==> config.mk <==
export PLATFORM = sky130hd
export DESIGN_NAME = decode_stage
export DESIGN_NICKNAME = d
export VERILOG_FILES = /design/src/common/decode_pkg.sv /design/src/design/decode_stage.sv /design/src/decoder/ctrl_decoder.sv /design/src/decoder/mem_op_decoder.sv /design/src/decoder/alu_op_decoder.sv /design/src/decoder/format_classifier.sv /design/src/design/inst_fifo.sv
export SDC_FILE = /design/constraint.sdc
export NUM_CORES = 1
export LEC_CHECK = 0
export BUFFER_PORTS_ARGS = -buffer_cell sky130_fd_sc_hd__buf_2
export CAP_MARGIN = 20
export CORE_ASPECT_RATIO = 0.9
export CORE_MARGIN = 4
export CORE_UTILIZATION = 30
export DETAILED_ROUTE_END_ITERATION = 8
export PLACE_DENSITY = 0.59
export SYNTH_ARGS = -nofsm -noshare
export SYNTH_HDL_FRONTEND = slang
export SYNTH_HIERARCHICAL = 1
export SYNTH_SLANG_ARGS = --single-unit
==> constraint.sdc <==
create_clock -name clk -period 8 [get_ports clk]
set_input_delay 0.4 -clock clk [delete_from_list [all_inputs] [get_ports clk]]
set_output_delay 0.4 -clock clk [all_outputs]
set_load 0.01 [all_outputs]
==> src/common/decode_pkg.sv <==
package decode_pkg;

    localparam int xlen = 32;

    // credit and buffer sizing
    localparam int fifo_depth  = 4;                  // upstream credits after reset
    localparam int out_credits = 4;                  // downstream credits after reset
    localparam int credit_w    = 3;                  // holds 0..4
    localparam int fifo_ptr_w  = $clog2(fifo_depth);

    typedef enum logic [6:0] {
        opc_lui      = 7'b011_0111,
        opc_auipc    = 7'b001_0111,
        opc_jal      = 7'b110_1111,
        opc_jalr     = 7'b110_0111,
        opc_op_imm   = 7'b001_0011,
        opc_load     = 7'b000_0011,
        opc_misc_mem = 7'b000_1111,                  // fence
        opc_system   = 7'b111_0011,                  // ecall, ebreak, csr
        opc_branch   = 7'b110_0011,
        opc_store    = 7'b010_0011,
        opc_op       = 7'b011_0011
    } opcode_e;

    typedef enum logic [2:0] {
        imm_r      = 3'd0,
        imm_i      = 3'd1,
        imm_s      = 3'd2,
        imm_b      = 3'd3,
        imm_u      = 3'd4,
        imm_j      = 3'd5,
        imm_unused = 3'd6                            // unknown opcode
    } imm_type_e;

    // I-type opcodes split by what the instruction does
    typedef enum logic [1:0] {
        isub_uncond_jump = 2'd0,                     // jalr
        isub_load        = 2'd1,
        isub_operation   = 2'd2,
        isub_other       = 2'd3                      // fence and system
    } itype_sub_e;

    typedef enum logic {
        a_rs1 = 1'b0,
        a_pc  = 1'b1
    } a_src_e;

    typedef enum logic {
        b_rs2 = 1'b0,
        b_imm = 1'b1
    } b_src_e;

    typedef enum logic [3:0] {
        alu_add  = 4'd0,
        alu_sub  = 4'd1,
        alu_sll  = 4'd2,
        alu_slt  = 4'd3,
        alu_xor  = 4'd4,
        alu_srl  = 4'd5,                             // also sra, see is_signed
        alu_or   = 4'd6,
        alu_and  = 4'd7,
        alu_pass = 4'd8                              // operand b straight through
    } alu_op_e;

    typedef enum logic [1:0] {
        wb_none = 2'd0,
        wb_alu  = 2'd1,
        wb_mem  = 2'd2,
        wb_snpc = 2'd3                               // pc + 4 for jumps
    } wb_src_e;

    typedef enum logic [1:0] {
        size_none = 2'd0,
        size_byte = 2'd1,
        size_half = 2'd2,
        size_word = 2'd3
    } data_size_e;

    typedef struct packed {
        logic       reg_wen;
        a_src_e     a_src;
        b_src_e     b_src;
        alu_op_e    alu_op;
        logic       mem_write;                       // 0 is read
        wb_src_e    wb_src;
        logic       is_signed;
        data_size_e data_size;
    } ctrl_t;

    typedef struct packed {
        logic [xlen-1:0] inst;
        ctrl_t           ctrl;
        imm_type_e       imm_type;
        logic [2:0]      br_op;                      // funct3
        logic            is_br;
        logic            is_jal;
        logic            is_jalr;
    } decoded_t;

    // safe bundle, writes nothing anywhere
    localparam ctrl_t ctrl_default = '{
        reg_wen:   1'b0,
        a_src:     a_rs1,
        b_src:     b_rs2,
        alu_op:    alu_add,
        mem_write: 1'b0,
        wb_src:    wb_none,
        is_signed: 1'b0,
        data_size: size_none
    };

endpackage
==> src/design/decode_stage.sv <==
`timescale 1ns/10ps

module decode_stage (
    input  logic                        clk,
    input  logic                        rst,
    input  logic                        inst_valid,
    input  logic [decode_pkg::xlen-1:0] inst,
    output logic                        in_credit,
    output logic                        out_valid,
    output decode_pkg::decoded_t        out,
    input  logic                        out_credit
);
    import decode_pkg::*;

    logic [xlen-1:0]     fifo_inst;
    logic                fifo_empty;
    logic                pop;
    logic [credit_w-1:0] credit_cnt;                 // credits held toward downstream
    decoded_t            dec;

    // send only with something buffered and a credit in hand
    assign pop = !fifo_empty && (credit_cnt != '0);

    inst_fifo u_fifo (
        .clk       (clk),
        .rst       (rst),
        .push      (inst_valid),
        .push_data (inst),
        .pop       (pop),
        .pop_data  (fifo_inst),
        .empty     (fifo_empty),
        .credit    (in_credit)
    );

    ctrl_decoder u_dec (
        .inst (fifo_inst),
        .dec  (dec)
    );

    always_ff @(posedge clk) begin
        if (rst) begin
            credit_cnt <= credit_w'(out_credits);
        end else begin
            case ({pop, out_credit})
                2'b10:   credit_cnt <= credit_cnt - 1'b1;
                2'b01:   credit_cnt <= credit_cnt + 1'b1;
                default: credit_cnt <= credit_cnt;   // send and return cancel
            endcase
        end
    end

    // output register
    always_ff @(posedge clk) begin
        if (rst) begin
            out_valid <= 1'b0;
        end else begin
            out_valid <= pop;
        end
    end

    always_ff @(posedge clk) begin
        if (pop) begin
            out <= dec;
        end
    end

endmodule

==> src/decoder/ctrl_decoder.sv <==
`timescale 1ns/10ps

module ctrl_decoder (
    input  logic [decode_pkg::xlen-1:0] inst,
    output decode_pkg::decoded_t        dec
);
    import decode_pkg::*;

    logic [6:0] opcode;
    logic [2:0] funct3;
    imm_type_e  imm_type;
    itype_sub_e itype_sub;
    ctrl_t      alu_ctrl;
    ctrl_t      mem_ctrl;
    ctrl_t      u_ctrl;
    ctrl_t      jal_ctrl;
    ctrl_t      jalr_ctrl;
    ctrl_t      br_ctrl;
    ctrl_t      ctrl;

    assign opcode = inst[6:0];
    assign funct3 = inst[14:12];

    format_classifier u_fmt (
        .opcode    (opcode),
        .imm_type  (imm_type),
        .itype_sub (itype_sub)
    );

    alu_op_decoder u_alu_dec (
        .funct3    (funct3),
        .funct7_b5 (inst[30]),
        .is_reg    (imm_type == imm_r),
        .ctrl      (alu_ctrl)
    );

    mem_op_decoder u_mem_dec (
        .funct3   (funct3),
        .is_store (imm_type == imm_s),
        .ctrl     (mem_ctrl)
    );

    // U, jump and branch bundles
    always_comb begin
        u_ctrl         = ctrl_default;
        u_ctrl.reg_wen = 1'b1;
        u_ctrl.b_src   = b_imm;
        u_ctrl.wb_src  = wb_alu;
        if (opcode[5]) begin                         // lui
            u_ctrl.alu_op = alu_pass;
        end else begin                               // auipc
            u_ctrl.a_src  = a_pc;
            u_ctrl.alu_op = alu_add;
        end

        jal_ctrl         = ctrl_default;
        jal_ctrl.reg_wen = 1'b1;
        jal_ctrl.a_src   = a_pc;
        jal_ctrl.b_src   = b_imm;
        jal_ctrl.wb_src  = wb_snpc;

        jalr_ctrl         = jal_ctrl;
        jalr_ctrl.a_src   = a_rs1;                   // target from rs1 + imm

        br_ctrl = ctrl_default;
        if (funct3[2:1] != 2'b01) begin              // 010 and 011 undefined
            br_ctrl.a_src     = a_pc;
            br_ctrl.b_src     = b_imm;
            br_ctrl.is_signed = (funct3[2:1] == 2'b10);  // blt, bge
        end
    end

    always_comb begin
        case (imm_type)
            imm_u: ctrl = u_ctrl;
            imm_j: ctrl = jal_ctrl;
            imm_i: begin
                case (itype_sub)
                    isub_uncond_jump: ctrl = jalr_ctrl;
                    isub_load:        ctrl = mem_ctrl;
                    isub_operation:   ctrl = alu_ctrl;
                    default:          ctrl = ctrl_default;
                endcase
            end
            imm_s:   ctrl = mem_ctrl;
            imm_b:   ctrl = br_ctrl;
            imm_r:   ctrl = alu_ctrl;
            default: ctrl = ctrl_default;
        endcase
    end

    assign dec.inst     = inst;
    assign dec.ctrl     = ctrl;
    assign dec.imm_type = imm_type;
    assign dec.br_op    = funct3;
    assign dec.is_br    = (imm_type == imm_b);
    assign dec.is_jal   = (imm_type == imm_j);
    assign dec.is_jalr  = (itype_sub == isub_uncond_jump);

endmodule

==> src/decoder/mem_op_decoder.sv <==
`timescale 1ns/10ps

module mem_op_decoder (
    input  logic [2:0]        funct3,
    input  logic              is_store,
    output decode_pkg::ctrl_t ctrl
);
    import decode_pkg::*;

    logic       valid;
    data_size_e size;
    logic       sgn;

    always_comb begin
        valid = 1'b1;
        size  = size_none;
        sgn   = 1'b0;
        if (is_store) begin
            case (funct3)
                3'b000:  size = size_byte;           // sb
                3'b001:  size = size_half;           // sh
                3'b010:  size = size_word;           // sw
                default: valid = 1'b0;
            endcase
        end else begin
            case (funct3)
                3'b000: begin                        // lb
                    size = size_byte;
                    sgn  = 1'b1;
                end
                3'b001: begin                        // lh
                    size = size_half;
                    sgn  = 1'b1;
                end
                3'b010: begin                        // lw
                    size = size_word;
                    sgn  = 1'b1;
                end
                3'b100:  size = size_byte;           // lbu
                3'b101:  size = size_half;           // lhu
                default: valid = 1'b0;
            endcase
        end
    end

    // address is always rs1 + imm
    always_comb begin
        ctrl = ctrl_default;
        if (valid) begin
            ctrl.reg_wen   = !is_store;
            ctrl.a_src     = a_rs1;
            ctrl.b_src     = b_imm;
            ctrl.alu_op    = alu_add;
            ctrl.mem_write = is_store;
            ctrl.wb_src    = is_store ? wb_none : wb_mem;
            ctrl.is_signed = sgn;                    // stores leave it 0
            ctrl.data_size = size;
        end
    end

endmodule

==> src/decoder/alu_op_decoder.sv <==
`timescale 1ns/10ps

module alu_op_decoder (
    input  logic [2:0]        funct3,
    input  logic              funct7_b5,
    input  logic              is_reg,
    output decode_pkg::ctrl_t ctrl
);
    import decode_pkg::*;

    logic    valid;
    alu_op_e op;
    logic    sgn;

    always_comb begin
        valid = !(is_reg && funct7_b5);              // register forms want funct7 zero
        op    = alu_add;
        sgn   = 1'b0;
        case (funct3)
            3'b000: begin                            // add, sub, addi
                op    = (is_reg && funct7_b5) ? alu_sub : alu_add;
                valid = 1'b1;
            end
            3'b001: begin                            // sll, slli
                op    = alu_sll;
                valid = !funct7_b5;
            end
            3'b010: begin                            // slt, slti
                op  = alu_slt;
                sgn = 1'b1;
            end
            3'b011:  op = alu_slt;                   // sltu, sltiu
            3'b100:  op = alu_xor;
            3'b101: begin                            // srl, sra, srli, srai
                op    = alu_srl;
                sgn   = funct7_b5;
                valid = 1'b1;
            end
            3'b110:  op = alu_or;
            default: op = alu_and;
        endcase
    end

    // result of rs1 op rs2/imm goes to rd
    always_comb begin
        ctrl = ctrl_default;
        if (valid) begin
            ctrl.reg_wen   = 1'b1;
            ctrl.a_src     = a_rs1;
            ctrl.b_src     = is_reg ? b_rs2 : b_imm;
            ctrl.alu_op    = op;
            ctrl.wb_src    = wb_alu;
            ctrl.is_signed = sgn;
        end
    end

endmodule

==> src/decoder/format_classifier.sv <==
`timescale 1ns/10ps

module format_classifier (
    input  logic [6:0]             opcode,
    output decode_pkg::imm_type_e  imm_type,
    output decode_pkg::itype_sub_e itype_sub
);
    import decode_pkg::*;

    // immediate format per major opcode
    always_comb begin
        case (opcode)
            opc_lui,
            opc_auipc:    imm_type = imm_u;
            opc_jal:      imm_type = imm_j;
            opc_jalr,
            opc_op_imm,
            opc_load,
            opc_misc_mem,
            opc_system:   imm_type = imm_i;
            opc_branch:   imm_type = imm_b;
            opc_store:    imm_type = imm_s;
            opc_op:       imm_type = imm_r;
            default:      imm_type = imm_unused;
        endcase
    end

    // I-type subclass, only meaningful when imm_type is imm_i
    always_comb begin
        case (opcode)
            opc_jalr:   itype_sub = isub_uncond_jump;
            opc_load:   itype_sub = isub_load;
            opc_op_imm: itype_sub = isub_operation;
            default:    itype_sub = isub_other;      // fence, system, non I-type
        endcase
    end

endmodule

==> src/design/inst_fifo.sv <==
`timescale 1ns/10ps

module inst_fifo (
    input  logic                        clk,
    input  logic                        rst,
    input  logic                        push,
    input  logic [decode_pkg::xlen-1:0] push_data,
    input  logic                        pop,
    output logic [decode_pkg::xlen-1:0] pop_data,
    output logic                        empty,
    output logic                        credit
);
    import decode_pkg::*;

    logic [xlen-1:0]       mem [fifo_depth];
    logic [fifo_ptr_w-1:0] wr_ptr;
    logic [fifo_ptr_w-1:0] rd_ptr;
    logic [credit_w-1:0]   count;
    logic                  wr_en;
    logic                  rd_en;

    assign empty  = (count == '0);
    assign wr_en  = push && (count != credit_w'(fifo_depth));
    assign rd_en  = pop && !empty;
    assign credit = rd_en;                           // one credit back per removed entry

    assign pop_data = mem[rd_ptr];

    always_ff @(posedge clk) begin
        if (wr_en) begin
            mem[wr_ptr] <= push_data;
        end
    end

    always_ff @(posedge clk) begin
        if (rst) begin
            wr_ptr <= '0;
            rd_ptr <= '0;
            count  <= '0;
        end else begin
            if (wr_en) begin
                wr_ptr <= wr_ptr + 1'b1;             // wraps, depth is a power of two
            end
            if (rd_en) begin
                rd_ptr <= rd_ptr + 1'b1;
            end
            case ({wr_en, rd_en})
                2'b10:   count <= count + 1'b1;
                2'b01:   count <= count - 1'b1;
                default: count <= count;             // both or neither
            endcase
        end
    end

endmodule

Yosys cells after proc, flatten, opt, wreduce, memory -nomap -nowiden:

Memories as Yosys holds them, arrays and structs flattened. A register that Yosys moved wholly into a read port is not among the register bits.
Cells that the tools add are included.

* input bits: 36
* flip-flop bits (word level): 65
* memories: 1
* bits in writable memories: 128

Memories
* u_fifo.mem: depth 4, bits a word 32, read ports 1, clocked after Yosys merged registers in 1, write ports 1, RTL line inst_fifo.sv:15 `logic [xlen-1:0] mem [fifo_depth];`

* reductions and logical operators: 23
* add/sub/neg operators: 6
* multiplexer cells: 30
* equal/unequal tests: 31

Operators by type and width (count)
* $pmux 13 s6: 1
* $pmux 13 s3: 1
* $pmux 3 s6: 2
* $eq 7x7->1 const B: 4
* $eq 7x6->1 const B: 3
* $pmux 2 s3: 3
* $eq 3x3->1 const B: 5
* $eq 7x5->1 const B: 2
* $mux 13: 1
* $eq 3x2->1 const B: 4
* $mux 2: 6
* $pmux 3 s2: 2
* $mux 1: 10
* $reduce_or 2->1: 5
* $reduce_or 5->1: 2
* $logic_not 3->1: 3
* $eq 2x2->1 const B: 4
* $eq 7x2->1 const B: 1
* $eq 7x4->1 const B: 1
* $mux 7: 1
* $add 3x1->3 const B: 2
* $eq 2x1->1 const B: 3
* $eq 3x1->1 const B: 2
* $sub 3x1->3 const B: 2
* other kinds (11): 20

Logic depth before layout (Yosys ltp):

* depth after elaboration: 10
* gate-level depth with buffers: 15

Hierarchy:

Netlist, hierarchy kept.

By module, submodules not included
* inst_fifo: cells each 220, seq. area each 4023.9 µm², area each 5141.2 µm², times used 1
* decode_stage: cells each 73, seq. area each 1701.6 µm², area each 1810.5 µm², times used 1
* ctrl_decoder: cells each 92, seq. area each 0.0 µm², area each 664.4 µm², times used 1
* alu_op_decoder: cells each 27, seq. area each 0.0 µm², area each 157.7 µm², times used 1
* format_classifier: cells each 25, seq. area each 0.0 µm², area each 148.9 µm², times used 1
* mem_op_decoder: cells each 20, seq. area each 0.0 µm², area each 132.6 µm², times used 1

Worst setup path after synthesis:

No wires, ideal clock.

* path kind: register to register
* from: reg u_fifo.count[2]
* to: reg u_fifo.count[2]
* path slack: 4.406 ns
* data required time: 7.930 ns
* cell stages (with the launch flop): 12
* data arrival time: 3.523 ns
* cells stage by stage: dfxtp_1 nor3_1 or2_2 inv_1 o31ai_1 inv_1 ha_1 inv_1 fa_1 xor2_1 or3_1 a21oi_1

* cells in the longest elaborated chain, start to end: 6
* elaborated cells between the ends (all ways): 12
* those cells by class: 2 x add/sub; 3 x eq/ne; 1 x mux; 6 x reduce/logical

RTL lines
* start: declaration: RTL line inst_fifo.sv:18 `logic [credit_w-1:0] count;`
* start signal: assignment: RTL line inst_fifo.sv:48 `2'b10: count <= count + 1'b1;`
* start signal: assignment: RTL line inst_fifo.sv:49 `2'b01: count <= count - 1'b1;`
* start signal: assignment: RTL line inst_fifo.sv:50 `default: count <= count;`
* $logic_not 3->1 (*): RTL line inst_fifo.sv:22 `assign empty = (count == '0);`
* named net fifo_empty: RTL line decode_stage.sv:16 `logic fifo_empty;`
* $logic_not 1->1 (*): RTL line decode_stage.sv:22 `assign pop = !fifo_empty && (credit_cnt != '0);`
* $logic_and 1x1->1 (*): RTL line decode_stage.sv:22
* named net pop: RTL line decode_stage.sv:17 `logic pop;`
* $logic_and 1x1->1 (*): RTL line inst_fifo.sv:24 `assign rd_en = pop && !empty;`
* named net in_credit: RTL line decode_stage.sv:8 `output logic in_credit,`
* $eq 2x1->1 or $eq 2x2->1 (tied branches): RTL line inst_fifo.sv:47 `case ({wr_en, rd_en})`
* $pmux 3 s2 or $reduce_bool 2->1 (tied branches)

The timed path passes the listed nets; every way through them passes the cells marked *.
A chain may end at the register's enable or synchronous reset.

==> summary by stage <==
Worst setup path
Across all register-to-register paths, the minimum setup slack is 3.91 ns. The worst setup path is captured at a flop. The kind of start point of the critical path is a flop. Data arrives at the worst endpoint at between 4 and 5 ns.

The worst setup path is of the reg -> reg kind. The maximum fanout along the worst path is 21. The worst endpoint required time is slightly above 8 ns.

Final layout
The fraction of layout cells with a size suffix above 1 is 0.336. The library cells used most frequently in the layout, excluding fill and tap cells, are 182 x edfxtp_1, 91 x buf_2, 30 x mux4_2. The number of nets in the layout is 563.

The most common cell after layout, fill and taps aside is edfxtp_1. The count of inserted antenna diode cells is 0. The number of filler cells placed in the layout is ~2500. The finished cells cover about 9000 um^2. Across the whole layout, storage elements account for between 5000 and 6000 um^2. Summing all multi-input logic gate instances after layout gives 1790 um^2. The area growth from synthesis to layout is 13.3%.

Clocking
The count of hold buffers inserted by post-cts repair is 0. In this run the clock root is driven by a clkbuf_16. The CTS H-tree depth is 4. Buffers inserted during clock tree synthesis total 17.

The insertion delay to the later sink of the worst-skew pair is roughly 0.43 ns. After clock tree synthesis, the clock-pin slew on the worst setup and hold paths is about 0.08 ns. CTS saw around 200 sinks. TritonCTS built the clock tree. After clock tree synthesis, the repair step resized 0 gates. The clock passes through at most 2 buffers.

Buffers added to address setup during post-CTS repair amount to 0.

Synthesis
The count of cell types in the netlist is 56. The cell area that synthesis handed to floorplanning was 8060 um^2. In the synthesized netlist the dominant register cell turns out to be edfxtp_1.

The synthesis warning total is 6. Each instance of the synthesized netlist takes up on average 17.6 um^2. The synthesized design contains between 150 and 200 enable-type register cells. After synthesis the netlist holds a flip-flop and latch count of roughly 200. The share of flip-flops with an asynchronous set or reset after synthesis is 0.

The share of the Yosys chip area taken by registers is 0.711. The synthesized instance count is 457.

STA
Setup violations remaining at the end of the flow were counted as 0. The final count of pins violating max slew is 0. The remaining max-slew budget at the tightest pin is 0.377. Setup repair after global routing left no endpoint under its margin. The shortest period the worst path allows is ~4.1 ns.

For the pin with the worst max-slew slack, the measured transition is between 0.9 and 1 ns. The achievable frequency is between 200 and 250 MHz. Setup total negative slack on the finished layout was measured at 0 ns. The ratio of final minimum period to clock period is 0.512. The final hold violation count is 0. The post-route clock skew is between 0.01 and 0.015 ns. The worst hold-check slack is ~0.18 ns.

Run status
The flow ran to the end, and the final reports show no timing, DRC or antenna violations.

Run
Across the run, the number of max-cap violations was 0.

GRT
For this run the aggregate overflow at the end of global routing stands at 0. The number of antenna violations at the first check in global routing is 3. The global-route wire length before repair is 23100 um. The largest net degree at the start of global routing is between 50 and 60. In the global route stage, overall resource usage came out at 0.102. The via count of the first global-routing pass is about 4100.

Routing
Dividing the detail-routed via count by the number of cells gives approximately 4.4. The detail route stage leaves a number of antenna-violating nets equal to 0. The initial detailed-routing violation count is 277. The average wire per standard cell is 16.7 um. The first-pass iteration count of the detailed router is 4.

The routed wire length is ~15000 um. The number of remaining DRC errors is 0. The total number of vias is a little under 4000.

Place
The count of port buffers added during placement is 91. At the end of routability-driven placement, the weighted congestion stood at 0.815. The half-perimeter wire length after placement is about 9500 um.

Once placement finished, the instance area stood at about 8500 um^2.

Floorplan
In this run the count of I/O pins placed on the die edge is between 90 and 100. In this run the core area contains 56 standard-cell rows. For this configuration, the core starts out at a cell density of 0.307.

The floorplan step defined a core boundary enclosing roughly 26000 um^2. The die height is ~160 um. The x dimension of the die is approximately 180 um. The die covers 29500 um^2.

Min path
The path class of the tightest hold or removal check is in -> reg.

Power and ir drop
Summed over all cells, the static leakage comes to approximately 3.2 nW. The peak ir drop on the vdd network is around 0.33 mV. Overall power consumption after layout is estimated at approximately 0.0033 W. The power density over the cells is 361 nW/um^2.
cell type report:
cell class / instances / share of cell area
multi-input combinational: 191 / 0.196
sequential: 195 / 0.628
clock buffer: 18 / 0.0470
clock inverter: 14 / 0.0204
inverter: 19 / 0.00781
tap: 348 / 0.0477
timing repair buffer: 95 / 0.0532
state kept, by name, indices dropped and copies added, names as in the netlist, named ones only:
name,flops
u_fifo/mem,128
out,54
credit_cnt,3
u_fifo/count,3
u_fifo/rd_ptr,2
u_fifo/wr_ptr,2
out_valid,1
path summary, 6_finish.rpt:
path         cells after the start                end        startpoint
min                              1  u_fifo/mem[0][11]          inst[11]
min reg2reg                      2               flop  u_fifo/rd_ptr[1]
max                             12            out[21]              flop
max reg2reg                     12            out[21]              flop
where the power goes:
group	leakage, nW	internal [W]	total, W	switching, W
logic	1.08	0.000358	0.000912	0.000554
clock network	0.301	0.000478	0.000868	0.000390
registers	1.80	0.00143	0.00152	0.0000841
stage by stage:
step	setup WS [ns]	util	std cells
after CTS	3.88	0.347	880
after global placement	4.01	0.324	848
after global routing	3.54	0.347	880
final	3.91	0.347	880
after floorplan	4.41	-	467
after detailed placement	3.91	0.324	848
cells in the mapped netlist, types with 7 or more instances:
cell,n,share of area
edfxtp_1,182,0.68
buf_4,51,0.048
mux4_2,30,0.084
nor2_1,23,0.011
inv_1,19,0.0089
a21oi_1,16,0.0099
dfxtp_1,13,0.032
nand2_1,8,0.0037
nor3_1,8,0.0050
nand2b_1,7,0.0054
o21ai_0,7,0.0043
metal layers:
layer	up-vias	GRT usage	wire length (um)
met5	-	0	34
met4	6	0.0282	116
met3	16	0.0361	990
met2	104	0.170	7230
met1	1955	0.128	6310
li1	1827	-	-
cell families (layout without fill, tap and decap cells):
group / after synthesis / count (layout) / synth area share
AOI/OAI and AO/OA: 56 / 56 / 0.0511
other: 2 / 12 / 0.000932
and+or+nand+nor: 74 / 74 / 0.0499
DFF: 195 / 195 / 0.711
adders and majority gates: 8 / 8 / 0.0143
xor gates and xnor gates: 5 / 5 / 0.00544
buffers and inverters: 81 / 146 / 0.0721
muxes: 36 / 36 / 0.0955
worst max-delay path, stage by stage, from the launching register on:
cell	delay (ns)
dfxtp_2	0.60
buf_4	0.47
mux4_2	0.64
or3b_1	0.22
a21o_1	0.14
a31o_1	0.47
or2b_2	0.38
nor2_1	0.29
nor2_1	0.16
inv_1	0.08
o22ai_1	0.07
a21oi_1	0.15
o22ai_1	0.11
Note: power is estimated with default switching activity, not from simulation.
